--- src/source/xc_defs.svh ---
// Cross-correlator parameters
`ifndef XC_DEFS_SVH
`define XC_DEFS_SVH

// Detector lines on the two connectors.
`define XC_NUM_LINES 8

// Lag taps 0 to 3 per line.
`define XC_LAGS 4

// Counter width in bits.
`define XC_RESOLUTION 24

// Sysclk cycles per sample tick.
`define XC_SAMPLE_DIV 16

// Captured samples per frame.
`define XC_FRAME_SAMPLES 1024

// Sysclk cycles per UART bit.
`define XC_BAUD_DIV 8

// Frame start marker.
`define XC_SYNC_BYTE 8'hA5

// Auto counters first, then one cross counter per line.
`define XC_NUM_COUNTERS (`XC_NUM_LINES * `XC_LAGS + `XC_NUM_LINES)

`endif

--- src/source/xc_pkg.sv ---
// Cross-correlator types
`include "xc_defs.svh"

package xc_pkg;

	typedef logic [`XC_NUM_LINES-1:0] sample_t;    // One bit per line.
	typedef logic [`XC_RESOLUTION-1:0] count_t;    // Coincidence count.
	typedef logic [$clog2(`XC_NUM_COUNTERS)-1:0] counter_index_t;
	typedef logic [7:0] uart_byte_t;               // Serial payload.

	// Readout sequencing.
	typedef enum logic [2:0] {
		sender_idle,
		sender_sync,   // Marker byte.
		sender_high,   // Count bits 23..16.
		sender_mid,    // Count bits 15..8.
		sender_low     // Count bits 7..0.
	} sender_state_t;

	// Serial bit phases, 8N1.
	typedef enum logic [1:0] {
		uart_idle,
		uart_start,
		uart_data,
		uart_stop
	} uart_state_t;

endpackage

--- src/source/line_sampler.sv ---
// Detector line sampler
`include "xc_defs.svh"

module line_sampler (
	input  logic            sysclk,
	input  logic            reset,
	input  xc_pkg::sample_t lines,           // Asynchronous detector inputs.
	input  logic            strobe,          // Asynchronous capture gate.
	output xc_pkg::sample_t sample,          // Held until the next tick.
	output logic            sample_capture,
	output logic            sample_valid
);
	import xc_pkg::*;

	localparam int DIV_W = $clog2(`XC_SAMPLE_DIV);

	sample_t lines_meta;     // First stage, may be metastable.
	sample_t lines_sync;
	logic strobe_meta;
	logic strobe_sync;
	logic [DIV_W-1:0] div_count;
	logic tick;

	// Two-flop synchronizers for lines and strobe.
	always_ff @(posedge sysclk) begin
		if (reset) begin
			lines_meta <= '0;
			lines_sync <= '0;
			strobe_meta <= 1'b0;
			strobe_sync <= 1'b0;
		end else begin
			lines_meta <= lines;
			lines_sync <= lines_meta;
			strobe_meta <= strobe;
			strobe_sync <= strobe_meta;
		end
	end

	// Terminal count of the sample divider.
	assign tick = (div_count == DIV_W'(`XC_SAMPLE_DIV - 1));

	always_ff @(posedge sysclk) begin
		if (reset) begin
			div_count <= '0;
			sample <= '0;
			sample_capture <= 1'b0;
			sample_valid <= 1'b0;
		end else begin
			div_count <= tick ? '0 : div_count + 1'b1;
			sample_valid <= tick;              // Lands with the new word.
			if (tick) begin
				sample <= lines_sync;          // Also drives the echo pins.
				sample_capture <= strobe_sync;
			end
		end
	end

endmodule

--- src/source/delay_line.sv ---
// Sample history and lag taps
`include "xc_defs.svh"

module delay_line (
	input  logic                           sysclk,
	input  logic                           reset,
	input  xc_pkg::sample_t                sample,
	input  logic                           sample_capture,
	input  logic                           sample_valid,
	output xc_pkg::sample_t [`XC_LAGS-1:0] taps,        // Index 0 is newest.
	output logic                           taps_capture,
	output logic                           taps_valid
);

	// Lag window doubles as the history.
	// Every tick shifts, captured or not, so lags span gaps and frames.
	always_ff @(posedge sysclk) begin
		if (reset) begin
			taps <= '0;
			taps_capture <= 1'b0;
			taps_valid <= 1'b0;
		end else begin
			taps_valid <= sample_valid;        // One cycle behind the sample.
			if (sample_valid) begin
				taps <= {taps[`XC_LAGS-2:0], sample};   // Oldest drops out.
				taps_capture <= sample_capture;
			end
		end
	end

	// Tick is a single-cycle strobe.
	// A held valid would shift the window twice per sample.
	sample_valid_pulse: assert property (
		@(posedge sysclk) disable iff (reset)
		sample_valid |=> !sample_valid
	);

endmodule

--- src/source/correlator.sv ---
// Coincidence counters and snapshot bank
`include "xc_defs.svh"

module correlator (
	input  logic                           sysclk,
	input  logic                           reset,
	input  xc_pkg::sample_t [`XC_LAGS-1:0] taps,
	input  logic                           taps_capture,
	input  logic                           taps_valid,
	input  xc_pkg::counter_index_t         read_index,
	output xc_pkg::count_t                 read_count,
	output logic                           frame_ready
);
	import xc_pkg::*;

	localparam int AUTO_COUNTERS = `XC_NUM_LINES * `XC_LAGS;   // Cross bank starts here.
	localparam int FRAME_W = $clog2(`XC_FRAME_SAMPLES + 1);

	count_t counters [`XC_NUM_COUNTERS];     // Live frame.
	count_t next_count [`XC_NUM_COUNTERS];
	count_t snapshot [`XC_NUM_COUNTERS];     // Frozen for readout.
	logic [`XC_NUM_COUNTERS-1:0] hits;
	logic [FRAME_W-1:0] sample_count;        // Captured samples this frame.
	logic count_en;
	logic frame_end;

	// Coincidence rules.
	always_comb begin
		for (int l = 0; l < `XC_NUM_LINES; l++) begin
			// Auto: high now and high k ticks earlier.
			for (int k = 0; k < `XC_LAGS; k++) begin
				hits[l * `XC_LAGS + k] = taps[0][l] & taps[k][l];
			end
			// Cross: high together with the next line, wrapping at the top.
			hits[AUTO_COUNTERS + l] = taps[0][l] & taps[0][(l + 1) % `XC_NUM_LINES];
		end
	end

	always_comb begin
		for (int i = 0; i < `XC_NUM_COUNTERS; i++) begin
			next_count[i] = counters[i] + count_t'(hits[i]);
		end
	end

	assign count_en = taps_valid & taps_capture;    // Strobe low counts nothing.
	assign frame_end = count_en && (sample_count == FRAME_W'(`XC_FRAME_SAMPLES - 1));

	always_ff @(posedge sysclk) begin
		if (reset) begin
			for (int i = 0; i < `XC_NUM_COUNTERS; i++) begin
				counters[i] <= '0;
			end
			sample_count <= '0;
			frame_ready <= 1'b0;
		end else begin
			frame_ready <= frame_end;          // Snapshot visible from here.
			if (frame_end) begin
				for (int i = 0; i < `XC_NUM_COUNTERS; i++) begin
					counters[i] <= '0;
				end
				sample_count <= '0;
			end else if (count_en) begin
				for (int i = 0; i < `XC_NUM_COUNTERS; i++) begin
					counters[i] <= next_count[i];
				end
				sample_count <= sample_count + 1'b1;
			end
		end
	end

	// Snapshot includes the closing sample.
	always_ff @(posedge sysclk) begin
		if (frame_end) begin
			for (int i = 0; i < `XC_NUM_COUNTERS; i++) begin
				snapshot[i] <= next_count[i];
			end
		end
	end

	assign read_count = snapshot[read_index];   // Sender only walks 0..39.

	// Frame closes before the count can run past its length.
	sample_count_bound: assert property (
		@(posedge sysclk) disable iff (reset)
		sample_count < FRAME_W'(`XC_FRAME_SAMPLES)
	);

endmodule

--- src/source/frame_sender.sv ---
// Snapshot readout sequencer
`include "xc_defs.svh"

module frame_sender (
	input  logic                   sysclk,
	input  logic                   reset,
	input  logic                   frame_ready,
	output xc_pkg::counter_index_t read_index,
	input  xc_pkg::count_t         read_count,
	output logic                   tx_start,
	output xc_pkg::uart_byte_t     tx_byte,
	input  logic                   tx_busy
);
	import xc_pkg::*;

	sender_state_t state;
	logic last_index;

	assign last_index = (read_index == counter_index_t'(`XC_NUM_COUNTERS - 1));

	// Each state hands one byte over and moves on once the UART takes it.
	always_ff @(posedge sysclk) begin
		if (reset) begin
			state <= sender_idle;
			read_index <= '0;
		end else begin
			case (state)
				sender_idle: begin
					if (frame_ready) begin
						state <= sender_sync;
						read_index <= '0;
					end
				end
				sender_sync: begin
					if (!tx_busy) state <= sender_high;
				end
				sender_high: begin
					if (!tx_busy) state <= sender_mid;
				end
				sender_mid: begin
					if (!tx_busy) state <= sender_low;
				end
				sender_low: begin
					if (!tx_busy) begin
						if (last_index) begin
							state <= sender_idle;     // Frame done.
						end else begin
							read_index <= read_index + 1'b1;
							state <= sender_high;
						end
					end
				end
				default: state <= sender_idle;
			endcase
		end
	end

	// Start fires whenever the UART is free in a sending state.
	assign tx_start = (state != sender_idle) && !tx_busy;

	// Most significant byte first.
	always_comb begin
		case (state)
			sender_high: tx_byte = read_count[`XC_RESOLUTION-1 -: 8];
			sender_mid:  tx_byte = read_count[`XC_RESOLUTION-9 -: 8];
			sender_low:  tx_byte = read_count[7:0];
			default:     tx_byte = `XC_SYNC_BYTE;
		endcase
	end

	// Readout must finish within one frame period.
	no_frame_overrun: assert property (
		@(posedge sysclk) disable iff (reset)
		frame_ready |-> (state == sender_idle)
	);

endmodule

--- src/source/uart_tx.sv ---
// UART transmitter
`include "xc_defs.svh"

module uart_tx (
	input  logic               sysclk,
	input  logic               reset,
	input  logic               tx_start,
	input  xc_pkg::uart_byte_t tx_byte,
	output logic               tx_busy,
	output logic               tx             // Idles high.
);
	import xc_pkg::*;

	localparam int BAUD_W = $clog2(`XC_BAUD_DIV);

	uart_state_t state;
	uart_byte_t shift;                       // LSB goes out first.
	logic [BAUD_W-1:0] baud_count;
	logic [2:0] bit_count;                   // Data bit number.
	logic bit_end;

	assign bit_end = (baud_count == BAUD_W'(`XC_BAUD_DIV - 1));

	always_ff @(posedge sysclk) begin
		if (reset) begin
			state <= uart_idle;
			baud_count <= '0;
			bit_count <= '0;
		end else begin
			baud_count <= (state == uart_idle || bit_end) ? '0 : baud_count + 1'b1;
			case (state)
				uart_idle:  if (tx_start) state <= uart_start;
				uart_start: begin
					if (bit_end) begin
						state <= uart_data;
						bit_count <= '0;
					end
				end
				uart_data: begin
					if (bit_end) begin
						bit_count <= bit_count + 1'b1;
						if (bit_count == 3'd7) state <= uart_stop;
					end
				end
				uart_stop:  if (bit_end) state <= uart_idle;
				default:    state <= uart_idle;
			endcase
		end
	end

	always_ff @(posedge sysclk) begin
		if (state == uart_idle && tx_start) shift <= tx_byte;
		else if (state == uart_data && bit_end) shift <= shift >> 1;
	end

	assign tx_busy = (state != uart_idle);

	always_comb begin
		case (state)
			uart_start: tx = 1'b0;
			uart_data:  tx = shift[0];
			default:    tx = 1'b1;       // Idle and stop bit.
		endcase
	end

	// Sender waits for the UART to be free.
	start_when_free: assert property (
		@(posedge sysclk) disable iff (reset)
		tx_start |-> !tx_busy
	);

endmodule

--- src/source/xc_firmware.sv ---
// Cross-correlator top level
`include "xc_defs.svh"

module xc_firmware (
	input  logic        sysclk,
	input  logic        reset,
	input  logic [19:0] jp1_in,
	input  logic [19:0] jp2_in,
	output logic [19:0] jp1_out,
	output logic [19:0] jp2_out
);
	import xc_pkg::*;

	sample_t lines;
	logic strobe;
	sample_t sample;
	logic sample_capture;
	logic sample_valid;                      // Also the smpclk pin.
	sample_t [`XC_LAGS-1:0] taps;
	logic taps_capture;
	logic taps_valid;
	counter_index_t read_index;
	count_t read_count;
	logic frame_ready;
	logic tx_start;
	uart_byte_t tx_byte;
	logic tx_busy;
	logic tx;

	// Odd pins carry lines, even pins echo them back.
	assign lines = {jp2_in[9], jp2_in[11], jp2_in[13], jp2_in[15],
		jp1_in[9], jp1_in[11], jp1_in[13], jp1_in[15]};
	assign strobe = jp2_in[16];

	always_comb begin
		jp1_out = '0;                        // Unused pins low.
		jp1_out[14] = sample[0];
		jp1_out[12] = sample[1];
		jp1_out[10] = sample[2];
		jp1_out[8] = sample[3];
		jp1_out[19] = sample_valid;          // smpclk.
		jp2_out = '0;
		jp2_out[14] = sample[4];
		jp2_out[12] = sample[5];
		jp2_out[10] = sample[6];
		jp2_out[8] = sample[7];
		jp2_out[18] = tx;                    // UART TX.
	end

	line_sampler sampler_block (.sysclk, .reset, .lines, .strobe,
		.sample, .sample_capture, .sample_valid);

	delay_line delay_block (.sysclk, .reset, .sample, .sample_capture, .sample_valid,
		.taps, .taps_capture, .taps_valid);

	correlator correlator_block (.sysclk, .reset, .taps, .taps_capture, .taps_valid,
		.read_index, .read_count, .frame_ready);

	frame_sender sender_block (.sysclk, .reset, .frame_ready, .read_index, .read_count,
		.tx_start, .tx_byte, .tx_busy);

	uart_tx uart_block (.sysclk, .reset, .tx_start, .tx_byte, .tx_busy, .tx);

endmodule

--- config.mk ---
export PLATFORM = sky130hd
export DESIGN_NAME = xc_firmware
export DESIGN_NICKNAME = d
export VERILOG_FILES = /design/src/source/xc_pkg.sv /design/src/source/line_sampler.sv /design/src/source/delay_line.sv /design/src/source/correlator.sv /design/src/source/frame_sender.sv /design/src/source/uart_tx.sv /design/src/source/xc_firmware.sv
export VERILOG_INCLUDE_DIRS = /design/src /design/src/source
export SDC_FILE = /design/constraint.sdc
export NUM_CORES = 2
export LEC_CHECK = 0
export BUFFER_PORTS_ARGS = -buffer_cell sky130_fd_sc_hd__buf_2
export CAP_MARGIN = 20
export CORE_MARGIN = 4
export CORE_UTILIZATION = 50
export CTS_BUF_LIST = sky130_fd_sc_hd__clkbuf_4
export DETAILED_ROUTE_END_ITERATION = 8
export PLACE_DENSITY = 0.65
export RECOVER_POWER = 25
export SYNTH_ARGS = -nofsm -noshare
export SYNTH_HDL_FRONTEND = slang
export SYNTH_SLANG_ARGS = --single-unit
--- constraint.sdc ---
create_clock -name sysclk -period 52.8 [get_ports sysclk]
set_clock_uncertainty 0.05 [all_clocks]
set_input_delay 7.92 -clock sysclk [delete_from_list [all_inputs] [get_ports sysclk]]
set_output_delay 7.92 -clock sysclk [all_outputs]
set_load 0.01 [all_outputs]
* Word-level counts from Yosys, hierarchy flattened *
Memory sizes are Yosys's and may differ from the RTL's. A register that Yosys moved wholly into a read port is not among the register bits.
Cells that the tools add are included.
Widths: inputs -> output; s select.

word-level totals
  memories kept = 2
  RAM bits = 1920
  logic and storage cells = 341
  flip-flop bits (word level) = 103
  input port bits = 42

cells by class
  bitwise operators = 113
  eq/ne operators = 23
  $add $sub $neg = 45
  muxes and demuxes = 116
  reductions and logical operators = 20

memory list
  name                       words  bits a word  read ports  clocked after memory_dff  wr ports  line              source
  correlator_block.counters  40     24           40          0                         40        correlator.sv:19  count_t counters [`XC_NUM_COUNTERS];
  correlator_block.snapshot  40     24           1           1                         40        correlator.sv:21  count_t snapshot [`XC_NUM_COUNTERS];

operators by type and width
  cell                   count
  $mux 24                80
  $add 24x1->24          40
  $or 1x1->1             80
  $and 1x1->1            33
  $mux 6                 5
  $pmux 8 s3             1
  $mux 3                 7
  $mux 8                 2
  $pmux 3 s5             1
  $mux 2                 6
  $ne 2x2->1 const B     6
  $pmux 6 s2             1
  $add 11x1->11 const B  1
  $eq 11x10->1 const B   1
  $mux 1                 10
  $ne 2x1->1 const B     5
  $reduce_and 5->1       2
  $eq 3x3->1 const B     3
  $pmux 2 s4             1
  $reduce_bool 2->1      4
  $add 3x1->3 const B    2
  $add 6x1->6 const B    1
  $eq 3x2->1 const B     2
  $eq 6x6->1 const B     1
  16 further kinds       22

* Longest topological paths before layout *
  depth after elaboration = 7
  depth in mapped cells = 11
  depth with buffers taken out = 9

* By module *
A second synthesis with hierarchy kept.

unflattened totals
  cell total of the unflattened synthesis = 6927
  area total of the unflattened synthesis = 94439.3 um2

modules (own cells, without submodules)
  module        instances  area each (um2)  seq. area each (um2)  cells each
  correlator    1          90531.8          57895.5               6538
  delay_line    1          1229.9           680.7                 109
  line_sampler  1          964.7            640.6                 94
  uart_tx       1          765.7            400.4                 64
  frame_sender  1          703.2            180.2                 89
  xc_firmware   1          244.0            0.0                   33

* Worst setup path after synthesis *
Ideal clock, no wire load.

  path kind = input to register
  start point = in reset
  end point = mem correlator_block.counters[0][0] (netlist bit) (enable)
  library setup time = 1.508 ns
  path slack = 20.028 ns
  path buffers = 2
  stages = 3
  data arrival time = 31.214 ns
  cell sequence = clkbuf_1 > buf_1 > nand2b_1

RTL lines
  what         line              source
  from (decl)  xc_firmware.sv:6  input logic reset,
  to (decl)    correlator.sv:19

==> results.sh <==
export IMPL_outcome="finished with violations"
export IMPL_failed_checks="capacitance limit, slew limit"
export IMPL_synth_commonest_cells="sky130_fd_sc_hd__edfxtp_1, sky130_fd_sc_hd__and2_1, sky130_fd_sc_hd__xnor2_1"
export IMPL_design_portCount=82
export IMPL_gp_congestion=0.9856
export IMPL_slew_headroom=-3.078
export IMPL_global_route_wire_length_before_repair_um=327400
export IMPL_end_kind="flip-flop"
export IMPL_cts_tree="done"
export IMPL_cts_hold_fix_bufs=0
export IMPL_crit_family="buffers and inverters"
export IMPL_worst_skew_pair_late_latency_ns=1.35
export IMPL_synth_seq_cells=2029
export IMPL_critPathLaunchType="input port"
export IMPL_fp_dieArea_um2=191900
export IMPL_drc=0
export IMPL_cp_buffers_inverters=7
export IMPL_synth_area_um2=92490
export IMPL_post_cts_resized=0
export IMPL_critical_path_cell_count=8
export IMPL_setup_tns_ns=0
export IMPL_fillers=15072
export IMPL_reg2reg_slack_ns=42.98
export IMPL_max_freq_ghz=0.07934
export IMPL_irDropWorstVdd_mv=0.02385
export IMPL_standard_cell_core_area_um2=183500
export IMPL_first_pass_iters=6
export IMPL_post_route_cells_drive_above_1_share=0.1600
export IMPL_critPathArrivalTime_ns=13.49
export IMPL_grt_start_max_net_pins=138
export IMPL_yosysWarnings=0
export IMPL_powerDensity_nw_per_um2=31.96
export IMPL_finalSetupViolCount=0
export IMPL_synth_top_cell_area_share=0.6259
export IMPL_netlist_cell_types=67
export IMPL_cell_at_the_root_of_the_clock_tree="sky130_fd_sc_hd__clkbuf_4"
export IMPL_reg2reg_depth=9
export IMPL_hold_path_startpoint="sampler_block.lines_sync[4]$_SDFF_PP0_"
export IMPL_ys_async_sr_fraction=0
export IMPL_grt_setup_unrepaired="false"
export IMPL_worst_path_max_delay_cell="sky130_fd_sc_hd__buf_4"
export IMPL_fp_dieW_um=438.1
export IMPL_critical_path_top_cell_by_count="sky130_fd_sc_hd__buf_4"
export IMPL_worst_pin_slew_ns=6.083
export IMPL_worstHoldPathType="reg2reg"
export IMPL_chipHeight_um=438.1
export IMPL_synthDominantAreaCellType="sky130_fd_sc_hd__edfxtp_1"
export IMPL_vias_per_cell=5.613
export IMPL_numCtsBuffers=550
export IMPL_synth_edff_count=1928
export IMPL_crit_path_cell_trace="buf_4, nand2b_4, buf_4, buf_4, buf_4, buf_4, buf_4, buf_4"
export IMPL_worst_setup_path_startpoint="reset"
export IMPL_layout_worst_path_cycle_share=0.2387
export IMPL_power_leakage_uw=0.03547
export IMPL_timing_critical_path_fanout_max=74
export IMPL_first_global_vias=53747
export IMPL_clockBufferDepth=4
export IMPL_finalHoldViolations=0
export IMPL_worst_endpoint_required_ns=53.69
export IMPL_postCtsSetupBuffers=0
export IMPL_finalWirelength_um=216000
export IMPL_floorplan_rows=157
export IMPL_syn_avg_cell_area_um2=14.24
export IMPL_initial_utilization=0.5041
export IMPL_slew_violations=138
export IMPL_antenna_left=0
export IMPL_grt_antenna_before_repair=9
export IMPL_routed_wire_length_per_instance_um=22.21
export IMPL_grt_total_usage=0.2243
export IMPL_synthCells=6494
export IMPL_gr_total_overflow=0
export IMPL_placement_io_buffers=20
export IMPL_dr_total_vias=54571
export IMPL_ys_seq_area_frac=0.6478
export IMPL_yosys_top_cells_area="sky130_fd_sc_hd__edfxtp_1, sky130_fd_sc_hd__and2_1, sky130_fd_sc_hd__xnor2_1"
export IMPL_path_clk_slew_ns=0.06
export IMPL_layout_nets=7046
export IMPL_h_tree_level_count=6
export IMPL_power_total_uw=3249
export IMPL_clkSinkCount=2029
export IMPL_ys_dominant_reg_cell="sky130_fd_sc_hd__edfxtp_1"
export IMPL_timing_rr_end="correlator_block.snapshot[21][4]$_DFFE_PP_"
export IMPL_synthMostInstantiatedCell="sky130_fd_sc_hd__edfxtp_1"
export IMPL_place_detailed_hpwl_um=141600
export IMPL_fin_util=0.5541
export IMPL_area_grow_syn2layout_pct=9.908
export IMPL_capture_point_of_the_critical_path="correlator_block.counters[17][15]$_SDFFCE_PN0P_"
export IMPL_worst_r2r_startpoint="correlator_block.sample_count[0]$_SDFFE_PP0P_"
export IMPL_starting_drt_drc_count=5213
export IMPL_setup_worst_path_class="in2reg"
export IMPL_critical_path_max_stage_delay_ns=0.87
export IMPL_drv_cap=1
export IMPL_finalWorstPathRequiredPeriod_ns=12.60
## kinds of logic (layout without fill, tap and decap cells)
logic type | Yosys count | in the layout | synth area share
other | 1 | 34 | 0.00004054
xor gates and xnor gates | 895 | 895 | 0.08475
and+or+nand+nor | 2623 | 2623 | 0.1578
muxes | 343 | 343 | 0.06672
adders and majority gates | 91 | 91 | 0.01231
AOI/OAI and AO/OA | 182 | 182 | 0.01387
buffers and inverters | 330 | 1062 | 0.01673
DFF | 2029 | 2029 | 0.6478
## metrics by stage
step                      area [um2]  std cells  worst slack, ns  hold slack, ns
after floorplan                92600       6523            20.03          0.3580
after global placement         95100       8822            38.17          0.3679
after detailed placement       95100       8822            38.03          0.3740
after CTS                     101700       9716            39.59          0.3787
after global routing          101700       9722            39.87          0.3973
final                         101700       9723            40.20          0.3549
## report_power, final
part | switching [uW] | leakage, uW | internal, uW
Sequential | 25.7 | 0.0195 | 1780
Clock | 638 | 0.00398 | 723
Combinational | 53.3 | 0.0120 | 25.3
## state kept, by name, indices dropped and copies added (netlist names), 2 cells and up, named ones only
register and cells:
uart_block.state 2, sender_block.state 3, sampler_block.lines_meta 8, sampler_block.div_count 4, sender_block.read_index 6, sampler_block.sample 8, uart_block.baud_count 3, uart_block.bit_count 3
correlator_block.sample_count 11, correlator_block.snapshot 960, delay_block.taps 32, sampler_block.lines_sync 8, correlator_block.counters 960, uart_block.shift 8
## cell type report
type,count,area [um2],area share
clock inverter,86,491.7,0.004837
clock buffer,808,6066,0.05967
inverter,80,301.5,0.002966
sequential,2029,59930,0.5895
multi-input combinational,4164,31150,0.3064
antenna,4,10.01,0.00009846
tap,2464,3083,0.03033
timing repair buffer,88,625.6,0.006154
## routing by layer
layer,global-route usage,vias to the layer above,wire [um]
met4,0.07789,2,6177
li1,-,25022,-
met2,0.3251,1928,94720
met3,0.04434,340,15410
met1,0.3389,27279,99670
met5,0,-,13
## cell usage in the layout (no fill, tap or decap), types with 7 or more instances in the layout
cell	netlist	layout
sky130_fd_sc_hd__edfxtp_1	1928	1928
sky130_fd_sc_hd__and2_1	1024	982
sky130_fd_sc_hd__clkbuf_4	0	808
sky130_fd_sc_hd__xnor2_1	553	553
sky130_fd_sc_hd__xor2_1	342	342
sky130_fd_sc_hd__nand3_1	338	338
sky130_fd_sc_hd__nand2_1	316	316
sky130_fd_sc_hd__nor2_1	306	306
sky130_fd_sc_hd__mux4_2	214	214
sky130_fd_sc_hd__nand4_1	179	179
sky130_fd_sc_hd__and3_1	142	142
sky130_fd_sc_hd__mux2i_1	117	117
sky130_fd_sc_hd__dfxtp_1	101	96
sky130_fd_sc_hd__nor3_1	93	93
sky130_fd_sc_hd__ha_1	91	91
sky130_fd_sc_hd__and4_1	85	85
sky130_fd_sc_hd__inv_1	79	78
sky130_fd_sc_hd__clkinv_1	1	61
sky130_fd_sc_hd__buf_4	63	57
sky130_fd_sc_hd__a22oi_1	45	45
sky130_fd_sc_hd__and2_0	1	43
sky130_fd_sc_hd__nor2b_1	35	35
sky130_fd_sc_hd__nor4_1	32	34
sky130_fd_sc_hd__a21oi_1	33	33
sky130_fd_sc_hd__conb_1	1	30
sky130_fd_sc_hd__buf_2	33	20
sky130_fd_sc_hd__or3_1	18	18
sky130_fd_sc_hd__o22ai_1	17	17
sky130_fd_sc_hd__a22o_1	17	17
sky130_fd_sc_hd__nand2b_1	17	16
sky130_fd_sc_hd__o21ai_0	14	14
sky130_fd_sc_hd__inv_2	0	13
sky130_fd_sc_hd__or2_2	10	9
sky130_fd_sc_hd__mux2_2	9	9
sky130_fd_sc_hd__nor3b_1	9	8
sky130_fd_sc_hd__clkbuf_1	142	8
sky130_fd_sc_hd__a31oi_1	7	7
## worst min-delay path by stage
stage / endpoint / depth (start not counted)
2_1_floorplan: uart_block.baud_count[0]$_SDFF_PP0_ / 1
3_3_place_gp: sampler_block.lines_sync[2]$_SDFF_PP0_ / 1
3_5_place_dp: sampler_block.sample[6]$_SDFFE_PP0P_ / 1
4_1_cts: sampler_block.sample[4]$_SDFFE_PP0P_ / 1
5_1_grt: sampler_block.sample[5]$_SDFFE_PP0P_ / 1
6_report: sampler_block.sample[4]$_SDFFE_PP0P_ / 1
Power figures use the tool's default switching activity.
